[config.mk]
export PLATFORM = sky130hd
export DESIGN_NAME = eth_uart_bridge
export DESIGN_NICKNAME = d
export VERILOG_FILES = /design/src/hdl/bridge_pkg.sv /design/src/hdl/byte_fifo.sv /design/src/hdl/eth_uart_bridge.sv /design/src/hdl/mii_rx_pack.sv /design/src/hdl/phy_reset_seq.sv /design/src/hdl/reset_sync.sv /design/src/hdl/uart_tx.sv
export SDC_FILE = /design/constraint.sdc
export NUM_CORES = 1
export LEC_CHECK = 0
export BUFFER_PORTS_ARGS = -buffer_cell sky130_fd_sc_hd__buf_2
export CAP_MARGIN = 20
export CORE_MARGIN = 4
export CORE_UTILIZATION = 55
export CTS_BUF_LIST = sky130_fd_sc_hd__clkbuf_2
export DETAILED_ROUTE_END_ITERATION = 12
export GPL_TIMING_DRIVEN = 0
export PLACE_DENSITY = 0.73
export SLEW_MARGIN = 15
export SYNTH_ARGS = -nofsm -noshare
export SYNTH_HDL_FRONTEND = slang
export SYNTH_SLANG_ARGS = --single-unit
[constraint.sdc]
create_clock -name clk -period 2.3 [get_ports clk]
set_clock_uncertainty 0.05 [all_clocks]
set_input_delay 0.345 -clock clk [delete_from_list [all_inputs] [get_ports clk]]
set_output_delay 0.345 -clock clk [all_outputs]
set_load 0.05 [all_outputs]
[src/hdl/bridge_pkg.sv]
package bridge_pkg;

   // ------------------------------
   // MII and byte widths
   // ------------------------------
   localparam int NIBBLE_W = 4;
   localparam int BYTE_W   = 8;

   // ------------------------------
   // PHY reset timing
   // ------------------------------
   localparam int PHY_RST_CYCLES = 64;                          // clk cycles held low
   localparam int PHY_CNT_W      = $clog2(PHY_RST_CYCLES + 1);  // 7, must reach 64

   // ------------------------------
   // Byte FIFO
   // ------------------------------
   localparam int FIFO_DEPTH = 16;
   localparam int FIFO_PTR_W = $clog2(FIFO_DEPTH);

   // ------------------------------
   // UART bit timing
   // ------------------------------
   // Short bit time so simulation stays fast
   localparam int CLKS_PER_BIT = 8;
   localparam int BIT_CNT_W    = $clog2(CLKS_PER_BIT);

endpackage

[src/hdl/byte_fifo.sv]
`timescale 1ns/1ps

module byte_fifo (
   input  logic                        clk,
   input  logic                        arst,
   input  logic [bridge_pkg::BYTE_W-1:0] wr_data_i,
   input  logic                        wr_i,
   input  logic                        rd_i,
   output logic [bridge_pkg::BYTE_W-1:0] rd_data_o,
   output logic                        not_empty_o,
   output logic                        overflow_o
);

   import bridge_pkg::*;

   logic [BYTE_W-1:0]     mem [FIFO_DEPTH];
   logic [FIFO_PTR_W-1:0] wr_ptr_q;
   logic [FIFO_PTR_W-1:0] rd_ptr_q;
   logic [FIFO_PTR_W:0]   count_q;   // One extra bit to hold FIFO_DEPTH
   logic                  full;
   logic                  not_empty;
   logic                  wr_en;
   logic                  rd_en;
   logic                  overflow_q;

   assign full      = (count_q == (FIFO_PTR_W + 1)'(FIFO_DEPTH));
   assign not_empty = (count_q != '0);

   // A byte that meets a full FIFO is lost, even if a read happens too
   assign wr_en = wr_i & ~full;
   assign rd_en = rd_i & not_empty;

   // ------------------------------
   // Pointers and occupancy
   // ------------------------------
   always_ff @(posedge clk, posedge arst) begin
      if (arst) begin
         wr_ptr_q   <= '0;
         rd_ptr_q   <= '0;
         count_q    <= '0;
         overflow_q <= 1'b0;
      end else begin
         if (wr_en) begin
            wr_ptr_q <= wr_ptr_q + 1'b1;   // Wraps at FIFO_DEPTH
         end
         if (rd_en) begin
            rd_ptr_q <= rd_ptr_q + 1'b1;
         end
         case ({wr_en, rd_en})
            2'b10:   count_q <= count_q + 1'b1;
            2'b01:   count_q <= count_q - 1'b1;
            default: count_q <= count_q;
         endcase
         if (wr_i && full) begin
            overflow_q <= 1'b1;            // Sticky until reset
         end
      end
   end

   // Storage
   always_ff @(posedge clk) begin
      if (wr_en) begin
         mem[wr_ptr_q] <= wr_data_i;
      end
   end

   // Head of queue is always on the output
   assign rd_data_o   = mem[rd_ptr_q];
   assign not_empty_o = not_empty;
   assign overflow_o  = overflow_q;

endmodule

[src/hdl/eth_uart_bridge.sv]
`timescale 1ns/1ps

module eth_uart_bridge (
   input  logic                          clk,
   input  logic                          arst,
   input  logic                          pll_locked_i,
   input  logic [bridge_pkg::NIBBLE_W-1:0] mii_rxd_i,
   input  logic                          mii_rx_dv_i,
   output logic                          txd_o,
   output logic                          phy_resetn_o,
   output logic                          overflow_o
);

   import bridge_pkg::*;

   logic              rst_sync;
   logic              phy_ready;
   logic [BYTE_W-1:0] byte_data;
   logic              byte_stb;
   logic [BYTE_W-1:0] rd_data;
   logic              not_empty;
   logic              pop;

   // ------------------------------
   // Reset generation
   // ------------------------------
   reset_sync u_reset_sync (
      .clk         (clk),
      .arst        (arst),
      .pll_locked_i(pll_locked_i),
      .rst_o       (rst_sync)
   );

   phy_reset_seq u_phy_reset_seq (
      .clk         (clk),
      .arst        (rst_sync),
      .phy_resetn_o(phy_resetn_o),
      .phy_ready_o (phy_ready)
   );

   // ------------------------------
   // MII receive to UART
   // ------------------------------
   mii_rx_pack u_mii_rx_pack (
      .clk        (clk),
      .arst       (rst_sync),
      .mii_rxd_i  (mii_rxd_i),
      .mii_rx_dv_i(mii_rx_dv_i),
      .phy_ready_i(phy_ready),
      .byte_o     (byte_data),
      .byte_stb_o (byte_stb)
   );

   byte_fifo u_byte_fifo (
      .clk        (clk),
      .arst       (rst_sync),
      .wr_data_i  (byte_data),
      .wr_i       (byte_stb),
      .rd_i       (pop),
      .rd_data_o  (rd_data),
      .not_empty_o(not_empty),
      .overflow_o (overflow_o)
   );

   uart_tx u_uart_tx (
      .clk    (clk),
      .arst   (rst_sync),
      .data_i (rd_data),
      .avail_i(not_empty),
      .pop_o  (pop),          // Back to the FIFO at frame start
      .txd_o  (txd_o)
   );

endmodule

[src/hdl/mii_rx_pack.sv]
`timescale 1ns/1ps

module mii_rx_pack (
   input  logic                          clk,
   input  logic                          arst,
   input  logic [bridge_pkg::NIBBLE_W-1:0] mii_rxd_i,
   input  logic                          mii_rx_dv_i,
   input  logic                          phy_ready_i,
   output logic [bridge_pkg::BYTE_W-1:0]   byte_o,
   output logic                          byte_stb_o
);

   import bridge_pkg::*;

   logic                sample;
   logic                phase_q;   // 1 once the low nibble is held
   logic [NIBBLE_W-1:0] lo_q;
   logic [BYTE_W-1:0]   byte_q;
   logic                stb_q;

   // Nibbles only count while the PHY is out of reset
   assign sample = mii_rx_dv_i & phy_ready_i;

   // ------------------------------
   // Nibble pairing
   // ------------------------------
   // Phase clears whenever sampling stops, so every frame starts on a
   // low nibble and an odd trailing nibble is simply forgotten
   always_ff @(posedge clk, posedge arst) begin
      if (arst) begin
         phase_q <= 1'b0;
         stb_q   <= 1'b0;
      end else begin
         stb_q <= sample & phase_q;
         if (sample) begin
            phase_q <= ~phase_q;
         end else begin
            phase_q <= 1'b0;
         end
      end
   end

   // Data path
   always_ff @(posedge clk) begin
      if (sample && !phase_q) begin
         lo_q <= mii_rxd_i;               // Low nibble first
      end
      if (sample && phase_q) begin
         byte_q <= {mii_rxd_i, lo_q};
      end
   end

   assign byte_o     = byte_q;
   assign byte_stb_o = stb_q;  // One cycle after the high nibble

endmodule

[src/hdl/phy_reset_seq.sv]
`timescale 1ns/1ps

module phy_reset_seq (
   input  logic clk,
   input  logic arst,
   output logic phy_resetn_o,
   output logic phy_ready_o
);

   import bridge_pkg::*;

   logic [PHY_CNT_W-1:0] cnt_q;
   logic                 ready_q;
   logic                 cnt_done;

   assign cnt_done = (cnt_q == PHY_CNT_W'(PHY_RST_CYCLES));

   // Counter stops once the hold time is over
   always_ff @(posedge clk, posedge arst) begin
      if (arst) begin
         cnt_q   <= '0;
         ready_q <= 1'b0;
      end else begin
         if (!cnt_done) begin
            cnt_q <= cnt_q + 1'b1;
         end
         // Set on the edge that brings the count to PHY_RST_CYCLES
         if (cnt_q == PHY_CNT_W'(PHY_RST_CYCLES - 1)) begin
            ready_q <= 1'b1;
         end
      end
   end

   // PHY comes out of reset together with the ready flag
   assign phy_resetn_o = ready_q;
   assign phy_ready_o  = ready_q;

endmodule

[src/hdl/reset_sync.sv]
`timescale 1ns/1ps

module reset_sync (
   input  logic clk,
   input  logic arst,
   input  logic pll_locked_i,
   output logic rst_o
);

   logic       rst_in;
   logic [1:0] sync_q;

   // Board reset or lost lock both count as reset
   assign rst_in = arst | ~pll_locked_i;

   // Assert at once, release after two clean edges
   always_ff @(posedge clk, posedge rst_in) begin
      if (rst_in) begin
         sync_q <= 2'b11;
      end else begin
         sync_q <= {sync_q[0], 1'b0};
      end
   end

   assign rst_o = sync_q[1];  // Second stage drives the whole design

endmodule

[src/hdl/uart_tx.sv]
`timescale 1ns/1ps

module uart_tx (
   input  logic                        clk,
   input  logic                        arst,
   input  logic [bridge_pkg::BYTE_W-1:0] data_i,
   input  logic                        avail_i,
   output logic                        pop_o,
   output logic                        txd_o
);

   import bridge_pkg::*;

   logic                 busy_q;
   logic [BIT_CNT_W-1:0] bit_cnt_q;   // Cycles within the current bit
   logic [3:0]           bit_idx_q;   // 0 start, 1..8 data, 9 stop
   logic [BYTE_W-1:0]    shift_q;
   logic                 txd_q;
   logic                 tick;
   logic                 frame_end;
   logic                 pop;

   assign tick      = (bit_cnt_q == BIT_CNT_W'(CLKS_PER_BIT - 1));
   assign frame_end = busy_q & tick & (bit_idx_q == 4'd9);

   // Take the next byte when idle or as the stop bit ends
   assign pop = avail_i & (~busy_q | frame_end);

   // ------------------------------
   // Frame sequencer
   // ------------------------------
   always_ff @(posedge clk, posedge arst) begin
      if (arst) begin
         busy_q    <= 1'b0;
         bit_cnt_q <= '0;
         bit_idx_q <= '0;
         txd_q     <= 1'b1;            // Line idles high
      end else if (pop) begin
         busy_q    <= 1'b1;
         bit_cnt_q <= '0;
         bit_idx_q <= '0;
         txd_q     <= 1'b0;            // Start bit
      end else if (busy_q) begin
         if (tick) begin
            bit_cnt_q <= '0;
            bit_idx_q <= bit_idx_q + 1'b1;
            if (bit_idx_q <= 4'd7) begin
               txd_q <= shift_q[0];    // LSB first
            end else begin
               txd_q <= 1'b1;          // Stop bit, then idle
            end
            if (frame_end) begin
               busy_q <= 1'b0;
            end
         end else begin
            bit_cnt_q <= bit_cnt_q + 1'b1;
         end
      end
   end

   // Shift register, loaded on pop
   always_ff @(posedge clk) begin
      if (pop) begin
         shift_q <= data_i;
      end else if (busy_q && tick && bit_idx_q <= 4'd7) begin
         shift_q <= shift_q >> 1;
      end
   end

   assign pop_o = pop;
   assign txd_o = txd_q;

endmodule

==> metrics.txt, run 1 <==
P_int=0.00394 W; sequential-to-total area share from yosys stat=71.0%; Slew Limit Fails=0; top_reg_cell synth=edfxtp_1; post-synthesis cell type count=52; Max Clk Rate=397 MHz; height of the chip=125 um; Antenna Nets Post-Route=0; Initial Utilization=56.4%; Clk pwr share=31.5%; R2R Setup Slk=-0.22 ns; Syn-to-layout area delta=13.2%; Worst Hold Class=input port to async pin; Synth Instances=424; clk buf depth=2; TritonCTS buffer count=17; DR DRC count=1; largest net degree at the start of global routing=34; Final period util=109%; WS Path Type=flop to flop; required time of the critical path=3.00 ns; commonest non-fill, non-tap cell in the layout=edfxtp_1; average wire per standard cell=20.0 um; Synth warnings=0; Post-synth EDFFs=148; critical path's largest stage delay=0.57 ns; Detail Placement HPWL=approximately 8500 um; status=finished with violations; Post-Syn Area=7500 sq um; Clock Tree Root=clkbuf_2; Die W=125 um; number of inserted diodes=0; DR vias/cell=roughly 5.7; P_sw=0.00128 W; routed wire length=13300 um; FF/Latch Area=5330 sq um; slowest CP cell=or4_4; RSZ-0062 raised after global routing=yes; endpoints failing setup=3; Sw Ratio=between 20% and 30%; Comb power frac=less than 1%; H-tree levels=4; max cap viols=0; pwr dens=614 nW/um^2; CP Launch Type=flop; Core Area=~13000 sq um; failing checks=design-rule violations, negative setup slack; Yosys top cell by area=edfxtp_1; final worst slack=-0.218 ns; Post-synth ARST share=19.1%; total power=0.00522 W; Critical Path End Type=flop; Clock Sinks=183; Synth Register Bits=183; Synth top area share=59.2%; Leak=2.93 nW; worst ir drop on vdd=approximately 0.00052 V; DR vias=3812; TritonCTS clock tree=built; total die area=15600 sq um; Area contributors post-synth=edfxtp_1 (59%), dfrtp_1 (11%), mux4_2 (7.2%), mux4_1 (2.8%), ha_1 (2.5%); Worst Path Max Fanout=3; GRT Util Overall=roughly 19%; clock slew seen by the registers of the worst setup and hold paths=0.29 ns; number of global-route vias before repair=3949; final worst path period need=2.52 ns; layout cells sized above 1=29.6%; final hold violations=0; drt pass-1 iters=9; Syn Nets=447; fin nets=500; Max-slew headroom=49.0%; Synth Area per Inst=17.7 sq um; GP Congestion=between 0.8 and 0.9; antenna violations before repair=0; worst skew pair latency=0.79 ns; initial DRC count=402; PortBufs=10; grt total ovfl=0; worst slew pin tran=0.764 ns; row count=42; footprint of the multi-input gates=2200 sq um; crit path DAT=3.22 ns; final hold slack=0.110 ns; worst-path cell chain=or4_4, o2bb2ai_4, inv_4, ha_4, xor2_1, ha_2, o31ai_2, and3_1, a211o_1, nand3_1; Seq pwr share=between 60% and 70%; most frequent cells in the layout=edfxtp_1 (148), dfrtp_1 (30), mux4_2 (24), buf_4 (21); fillcell total=903; I/O pin cnt=11; global-route wire length before repair=21700 um
[synth_stat cells (3+ instances only)]
cell type	number
mux4_2	24
nor3_1	5
ha_1	15
o31ai_1	3
nand2b_1	4
xor2_1	5
nand3_1	7
nor2b_1	10
buf_2	4
inv_1	9
clkbuf_1	5
buf_6	5
o21ai_0	7
edfxtp_1	148
dfstp_2	3
and3_1	3
dfrtp_1	32
a211o_1	8
mux4_1	8
a21oi_1	12
xnor2_1	12
buf_1	4
mux2i_1	9
nor2_1	21
nand2_1	20
a22o_1	9
buf_4	3
[power by group through the flow]
stage | combinational, W | sequential, W | clock [W]
floorplan | 0.00000966 | 0.00361 | 0
global placement | 0.0000201 | 0.00361 | 0
detailed placement | 0.0000213 | 0.00361 | 0
CTS | 0.0000304 | 0.00354 | 0.00167
global route | 0.0000350 | 0.00355 | 0.00184
finish | 0.0000295 | 0.00354 | 0.00164
[cell families (layout without fill, tap and decap cells)]
logic type | Yosys count | count (layout) | synth area share, %
DFF | 183 | 183 | 71.0
and+or+nand+nor | 81 | 81 | 5.39
AOI/OAI and AO/OA | 53 | 53 | 5.24
muxes | 42 | 42 | 11.4
buffers and inverters | 32 | 98 | 2.53
xor gates and xnor gates | 17 | 17 | 1.98
adders and majority gates | 15 | 15 | 2.50
other | 1 | 1 | 0.0500
[repair_timing]
item / 4_1_cts / 5_1_grt
setup buffers: 10 / 9
gates resized for setup: 29 / 15
hold buffers: 7 / 0
pin swaps: 13 / 6
hold endpoints to repair: 16 / 0
endpoints found under the setup margin: 141 / 43
gates cloned: 0 / 0
[final cells by class]
type	instances	share of cell area, %
sequential	183	62.7
multi-input combinational	209	26.0
timing repair buffer	36	3.24
tap	176	2.59
clock inverter	15	2.03
buffer	20	1.97
clock buffer	17	1.00
inverter	10	0.472
[path summary, 6_finish.rpt]
kind	from	end	cells after the start
worst max-delay path	u_byte_fifo.count_q[0]$_DFFE_PP0P_	u_byte_fifo.count_q[4]$_DFFE_PP0P_	10
worst min-delay path	arst	u_reset_sync.sync_q[1]$_DFF_PP1_	3
worst max register to register	u_byte_fifo.count_q[0]$_DFFE_PP0P_	u_byte_fifo.count_q[4]$_DFFE_PP0P_	10
worst min register to register	u_reset_sync.sync_q[1]$_DFF_PP1_	u_phy_reset_seq.cnt_q[3]$_DFFE_PP0P_	1
max in group asynchronous	u_reset_sync.sync_q[1]$_DFF_PP1_	u_byte_fifo.rd_ptr_q[2]$_DFFE_PP0P_	1
min in group clk	mii_rxd_i[2]	u_mii_rx_pack.lo_q[2]$_DFFE_PP_	2
[metal layers]
layer | track usage [%] | share of wire (%)
met3 | 4.55 | 3.5
met2 | 31.3 | 54
met1 | 24.2 | 42
met4 | 5.22 | 1.3
met5 | 0 | 0
[registers in the layout, indices dropped and copies added (netlist names), 2 cells and up]
| register | count |
|---|---|
| u_byte_fifo.mem | 128 |
| u_mii_rx_pack.byte_o | 8 |
| u_uart_tx.shift_q | 8 |
| u_phy_reset_seq.cnt_q | 7 |
| u_byte_fifo.count_q | 5 |
| u_byte_fifo.rd_ptr_q | 4 |
| u_byte_fifo.wr_ptr_q | 4 |
| u_mii_rx_pack.lo_q | 4 |
| u_uart_tx.bit_idx_q | 4 |
| u_uart_tx.bit_cnt_q | 3 |
| u_reset_sync.sync_q | 2 |
[per-stage QoR]
step	instance area [sq um]	worst slack [ns]	utilization, %	std cells	setup TNS [ns]
5_1_grt	8490	-0.303	63.9	666	-0.914
4_1_cts	8380	-0.210	63.0	658	-0.588
3_3_place_gp	7840	-1.01	59.0	610	-80.15
3_5_place_dp	7860	-0.708	59.1	610	-74.84
2_1_floorplan	7570	-0.177	-	424	-0.368
6_report	8490	-0.218	63.9	666	-0.464
[critical path: cells and delay by family (launching register included)]
| kind | cells | cell delay, ns |
|---|---|---|
| buffers and inverters | 1 | 0.06 |
| adder cells (fa/ha/maj) | 2 | 0.40 |
| AND/OR/NAND/NOR | 3 | 0.81 |
| AO/OA/AOI/OAI | 3 | 0.51 |
| flip-flops | 1 | 0.51 |
| XOR/XNOR | 1 | 0.14 |
Power figures use the tool's default switching activity.
==> run 2, diff against run 1 <==
Settings changed: PLACE_DENSITY 0.73 to 0.77, SYNTH_HIERARCHICAL set to 1.
==> run 2 against run 1 <==
  * Die area up 0.39%
  * Global-route usage is 0.24 points higher
  * Largest power group unchanged
  * Power shrank 1.7%
  * Setup slack gained 0.012 ns
  * Critical endpoint is now u_byte_fifo/count_q[4]$_DFFE_PP0P_
  * The flow finishes with violations (negative setup slack)
  * Final cell count is 3.6% higher
  * Register-to-register slack about the same
  * Largest cell class unchanged
  * Critical path depth up 1
  * Wire length rose by 8.2%
  * Critical path type unchanged
  * Fmax increased by 0.50%
==> metrics.txt, run 2 <==
status=finished with violations; failing checks=negative setup slack; Worst Path Max Fanout=4; final worst path period need=2.51 ns; total power=0.00512 W; height of the chip=approximately 130 um; Area contributors post-synth=edfxtp_1 (59%), dfrtp_1 (11%), mux4_2 (4.8%), mux2i_1 (4.4%), ha_1 (2.5%); GRT Util Overall=18.8%; max cap viols=0; DP Worst Slack=-0.572 ns; average wire per standard cell=20.8 um; Critical Path End Type=flop; row count=42; GP Congestion=between 0.8 and 0.9; Max Clk Rate=399 MHz; total die area=roughly 16000 sq um; endpoints failing setup=3; pwr dens=605 nW/um^2; Synth Register Bits=between 150 and 200; layout cells sized above 1=30.5%; Die W=~130 um; commonest non-fill, non-tap cell in the layout=edfxtp_1; Reg with most FFs=u_byte_fifo/mem; post-synthesis cell type count=57; grt total ovfl=0; RSZ-0062 raised after global routing=yes; met2 WL=7540 um; Post-Syn Area=7530 sq um; antenna violations before repair=0; final worst slack=-0.205 ns; placed instance area=7880 sq um; Detail Placement HPWL=9420 um; synth cell count leaders=edfxtp_1 (148), mux2i_1 (33), dfrtp_1 (32); Util after Layout=between 60% and 70%; worst skew pair latency=0.71 ns; largest net degree at the start of global routing=17; final hold slack=0.108 ns; Worst Hold Class=flop to async pin; fin nets=525; Yosys top cell by area=edfxtp_1; DR DRC count=0; Synth warnings=6; Post-synth EDFFs=148; Core Area=13300 sq um; required time of the critical path=2.91 ns; number of global-route vias before repair=3957; Initial Utilization=between 50% and 60%; Slew Limit Fails=0; global-route wire length before repair=22000 um; DR vias/cell=5.84; Syn Nets=464; TritonCTS clock tree=built; worst slew pin tran=0.668 ns; WL met1=between 5000 and 6000 um; I/O pin cnt=11; Synth Instances=440; clk buf depth=2; Clock Sinks=183; Antenna Nets Post-Route=0; initial DRC count=337; wire length on met3=842 um; Clock Tree Root=clkbuf_2; worst ir drop on vdd=0.000486 V; clock slew seen by the registers of the worst setup and hold paths=0.24 ns; number of inserted diodes=0; CP Launch Type=flop; Largest register FFs=128; Final period util=109%; most frequent cells in the layout=edfxtp_1 (148), mux2i_1 (33), dfrtp_1 (29), buf_4 (23), nand2_1 (22); final hold violations=0; top_reg_cell synth=edfxtp_1; DR vias=4029; Syn-to-layout area delta=12.4%; design area=8470 sq um; PortBufs=10; TritonCTS buffer count=17; Leak=roughly 3 nW; routed wire length=between 10000 and 15000 um; drt pass-1 iters=5; sequential-to-total area share from yosys stat=70.7%; Synth top area share=around three fifths; WS Path Type=flop to flop; Post-synth ARST share=a little under a fifth; fillcell total=just over 900; H-tree levels=4; Max-slew headroom=roughly 55%; Synth Area per Inst=between 15 and 20 sq um; highest routed layer=met4; count leader, synth=edfxtp_1; crit path DAT=3.11 ns
==> run 2: layout make-up <==
class | instances | area [sq um] | share of cell area [%]
flip-flops and latches | 183 | 5330 | 62.9
clock buffers | 17 | 85.1 | 1.01
plain buffers | 19 | 150 | 1.77
well taps | 176 | 220 | 2.60
repair buffers | 42 | 302 | 3.56
inverters | 15 | 56.3 | 0.665
clock inverters | 15 | 158 | 1.86
multi-input cells | 223 | 2170 | 25.6
==> run 2: what timing repair did <==
item,CTS,global route
hold endpoints to repair,12,0
buffers inserted,15,6
resized for setup,12,17
endpoints found under the setup margin,45,75
hold buffers,7,0
pin swaps,11,8
==> run 2: critical path: stages, from the launching register on <==
cell and delay, ns:
dfrtp_2 0.50, nor4_4 0.32, nand2_2 0.10, inv_2 0.09
a21oi_4 0.04, a21boi_4 0.15, ha_4 0.19, fa_2 0.36
a21o_1 0.18, a21oi_2 0.13, mux2i_1 0.22, xnor2_1 0.13
==> run 2: cell families after synthesis <==
| kind of cell | after synthesis | synth area share, % |
|---|---|---|
| adder cells (fa/ha/maj) | 16 | 2.76 |
| XOR/XNOR | 15 | 1.74 |
| buffers and inverters | 34 | 2.72 |
| AO/OA/AOI/OAI | 62 | 6.01 |
| flip-flops | 183 | 70.7 |
| AND/OR/NAND/NOR | 69 | 5.20 |
| other | 1 | 0.0498 |
| multiplexers | 60 | 10.9 |
==> run 2: path summary, 6_finish.rpt <==
path,startpoint,endpoint,slack [ns],cells after the start
worst max-delay path,u_byte_fifo/count_q[0]$_DFFE_PP0P_,u_byte_fifo/count_q[4]$_DFFE_PP0P_,-0.21,11
worst min-delay path,u_reset_sync/sync_q[1]$_DFF_PP1_,u_mii_rx_pack/byte_stb_o$_DFF_PP0_,0.11,1
worst max register to register,u_byte_fifo/count_q[0]$_DFFE_PP0P_,u_byte_fifo/count_q[4]$_DFFE_PP0P_,-0.21,11
worst min register to register,u_reset_sync/sync_q[1]$_DFF_PP1_,u_mii_rx_pack/byte_stb_o$_DFF_PP0_,0.11,1
max in group asynchronous,pll_locked_i,u_reset_sync/sync_q[1]$_DFF_PP1_,1.48,4
min in group clk,mii_rxd_i[3],u_mii_rx_pack/lo_q[3]$_DFFE_PP_,0.30,2
==> run 2: where the power goes <==
part	internal (W)	total (W)	switching (W)
clock	0.000502	0.00155	0.00105
combinational	0.0000138	0.0000314	0.0000175
sequential	0.00354	0.00354	0.00000140
total	0.00406	0.00512	0.00107
==> run 2: per-layer routing <==
layer	track usage, %	up-vias
met5	0	-
met4	5.80	0
met3	4.86	24
met2	31.7	133
met1	24.2	2047
li1	-	1825
==> run 2: stage by stage <==
| step | instances | TNS, ns |
|---|---|---|
| finish | 690 | -0.331 |
| global route | 690 | -0.758 |
| CTS | 684 | -0.361 |
| detailed placement | 630 | -2.43 |
| global placement | 626 | -9.96 |
| floorplan | 440 | -0.542 |
==> run 3, diff against run 2 <==
Clock period 2.3 ns to 2.5 ns, I/O delays scaled along.
==> run 3 against run 2 <==
  * The run still ends with negative setup slack left
  * Worst hold slack worse by 0.0020 ns
  * Final cell count is 1.0% lower
  * Flip-flop and latch count stayed put
  * Global-route usage is 0.29 points lower
  * Sequential share of layout area is 0.89 points higher
  * Non-clock buffer count is 7 lower
  * Wire length is 4.0% lower
  * Clock power is 3% higher
  * Clock-buffer cell count is 1 higher
  * Via count is 0.92% lower
  * Largest power group unchanged
==> metrics.txt, run 3 (synthesis gave the netlist of run 2 again) <==
R2R depth=11; I/O pin cnt=11; Max-slew headroom=46.4%; endpoints failing setup=1; Clock Tree Root=clkbuf_2; fin nets=518; Leak=between 2 and 3 nW; slowest CP cell=dfrtp_2; number of global-route vias before repair=3948; clk buf depth=2; initial DRC count=327; Critical Path End Type=flop; PortBufs=10; crit path DAT=between 3 and 4 ns; Detail Placement HPWL=9110 um; worst skew pair latency=0.72 ns; row count=42; commonest non-fill, non-tap cell in the layout=edfxtp_1; total die area=15600 sq um; TritonCTS clock tree=built; final hold violations=0; Final period util=101%; routed wire length=between 10000 and 15000 um; layout cells sized above 1=25.6%; Worst Path Max Fanout=5; drt pass-1 iters=5; number of inserted diodes=0; design area=8350 sq um; height of the chip=125 um; most frequent cells in the layout=edfxtp_1 (148), mux2i_1 (33), dfrtp_1 (30), nand2_1 (22), o21ai_0 (20); final worst slack=-0.0243 ns; Die W=125 um; placed instance area=7870 sq um; worst slew pin tran=0.802 ns; Slew Limit Fails=0; global-route wire length before repair=22000 um; CP Launch Type=flop; max cap viols=0; Core Area=13300 sq um; status=finished with violations; final hold slack=0.106 ns; grt total ovfl=0; pwr dens=~590 nW/um^2; required time of the critical path=3.11 ns; largest net degree at the start of global routing=17; R2R Setup Slk=-0.02 ns; Reg with most FFs=u_byte_fifo/mem; worst ir drop on vdd=0.000463 V; final worst path period need=2.52 ns; H-tree levels=4; critical path's largest stage delay=0.48 ns; DR vias/cell=5.84; final setup TNS=-0.0243 ns; DR vias=between 3k and 4k; Util after Layout=between 60% and 70%; GP Congestion=0.851; Largest register FFs=128; Clock Sinks=around 180; WS Path Type=flop to flop; worst-path cell chain=nor4_4, nand2_2, inv_4, a21oi_4, a21boi_4, ha_4, fa_2, a21o_1, a21oi_2, mux2i_1, xnor2_1; Antenna Nets Post-Route=0; clock slew seen by the registers of the worst setup and hold paths=0.22 ns; DR DRC count=0; Worst Hold Class=flop to async pin; total power=between 0.004 and 0.005 W; Initial Utilization=56.4%; Syn-to-layout area delta=10.8%; antenna violations before repair=0; RSZ-0062 raised after global routing=yes; GRT Util Overall=18.5%; TritonCTS buffer count=17; average wire per standard cell=20.2 um; failing checks=negative setup slack; Max Clk Rate=396 MHz
run 3: critical path: cells and delay by family (launching register included):
kind / cells / cell delay, ns
adder cells (fa/ha/maj): 2 / 0.54
multiplexers: 1 / 0.22
AO/OA/AOI/OAI: 4 / 0.50
AND/OR/NAND/NOR: 2 / 0.46
XOR/XNOR: 1 / 0.13
buffers and inverters: 1 / 0.10
flip-flops: 1 / 0.48
run 3: power breakdown:
| part | switching (W) | leakage, nW | internal [W] |
|---|---|---|---|
| Combinational | 0.0000161 | 1.01 | 0.0000127 |
| Sequential | 0.00000131 | 1.76 | 0.00326 |
| Clock | 0.000942 | 0.158 | 0.000653 |
run 3: final timing paths:
kind,startpoint,end
max,u_byte_fifo/count_q[0]$_DFFE_PP0P_,u_byte_fifo/count_q[4]$_DFFE_PP0P_
min,u_reset_sync/sync_q[1]$_DFF_PP1_,u_mii_rx_pack/byte_stb_o$_DFF_PP0_
max reg2reg,u_byte_fifo/count_q[0]$_DFFE_PP0P_,u_byte_fifo/count_q[4]$_DFFE_PP0P_
min reg2reg,u_reset_sync/sync_q[1]$_DFF_PP1_,u_mii_rx_pack/byte_stb_o$_DFF_PP0_
max in group asynchronous,pll_locked_i,u_reset_sync/sync_q[0]$_DFF_PP1_
min in group clk,u_reset_sync/sync_q[0]$_DFF_PP1_,u_reset_sync/sync_q[1]$_DFF_PP1_
run 3: layout make-up:
| type | instances | area (sq um) |
|---|---|---|
| plain buffers | 18 | 145 |
| clock buffers | 18 | 90.1 |
| clock inverters | 14 | 181 |
| fillers | 950 | 5000 |
| inverters | 15 | 58.8 |
| multi-input cells | 223 | 2070 |
| flip-flops and latches | 183 | 5330 |
| well taps | 176 | 220 |
| repair buffers | 36 | 253 |
run 3: per-layer routing:
layer	wire, um	part of all wire (%)	global-route usage (%)
met1	5770	42	25.1
met2	7090	51	30.3
met3	671	4.9	3.62
met4	271	2.0	6.51
met5	0	0	0
run 3: metrics by stage:
step | setup WS [ns] | instances
floorplan | -0.128 | 440
global placement | -0.338 | 626
detailed placement | -0.380 | 630
CTS | -0.0494 | 675
global route | -0.151 | 683
finish | -0.0243 | 683
run 3: timing repair:
| item | 4_1_cts | 5_1_grt |
|---|---|---|
| hold buffers | 7 | 0 |
| endpoints found under the hold margin | 12 | 0 |
| buffers inserted | 6 | 9 |
| gates resized for setup | 3 | 4 |
| pin swaps | 5 | 4 |
| setup endpoints to repair | 4 | 80 |
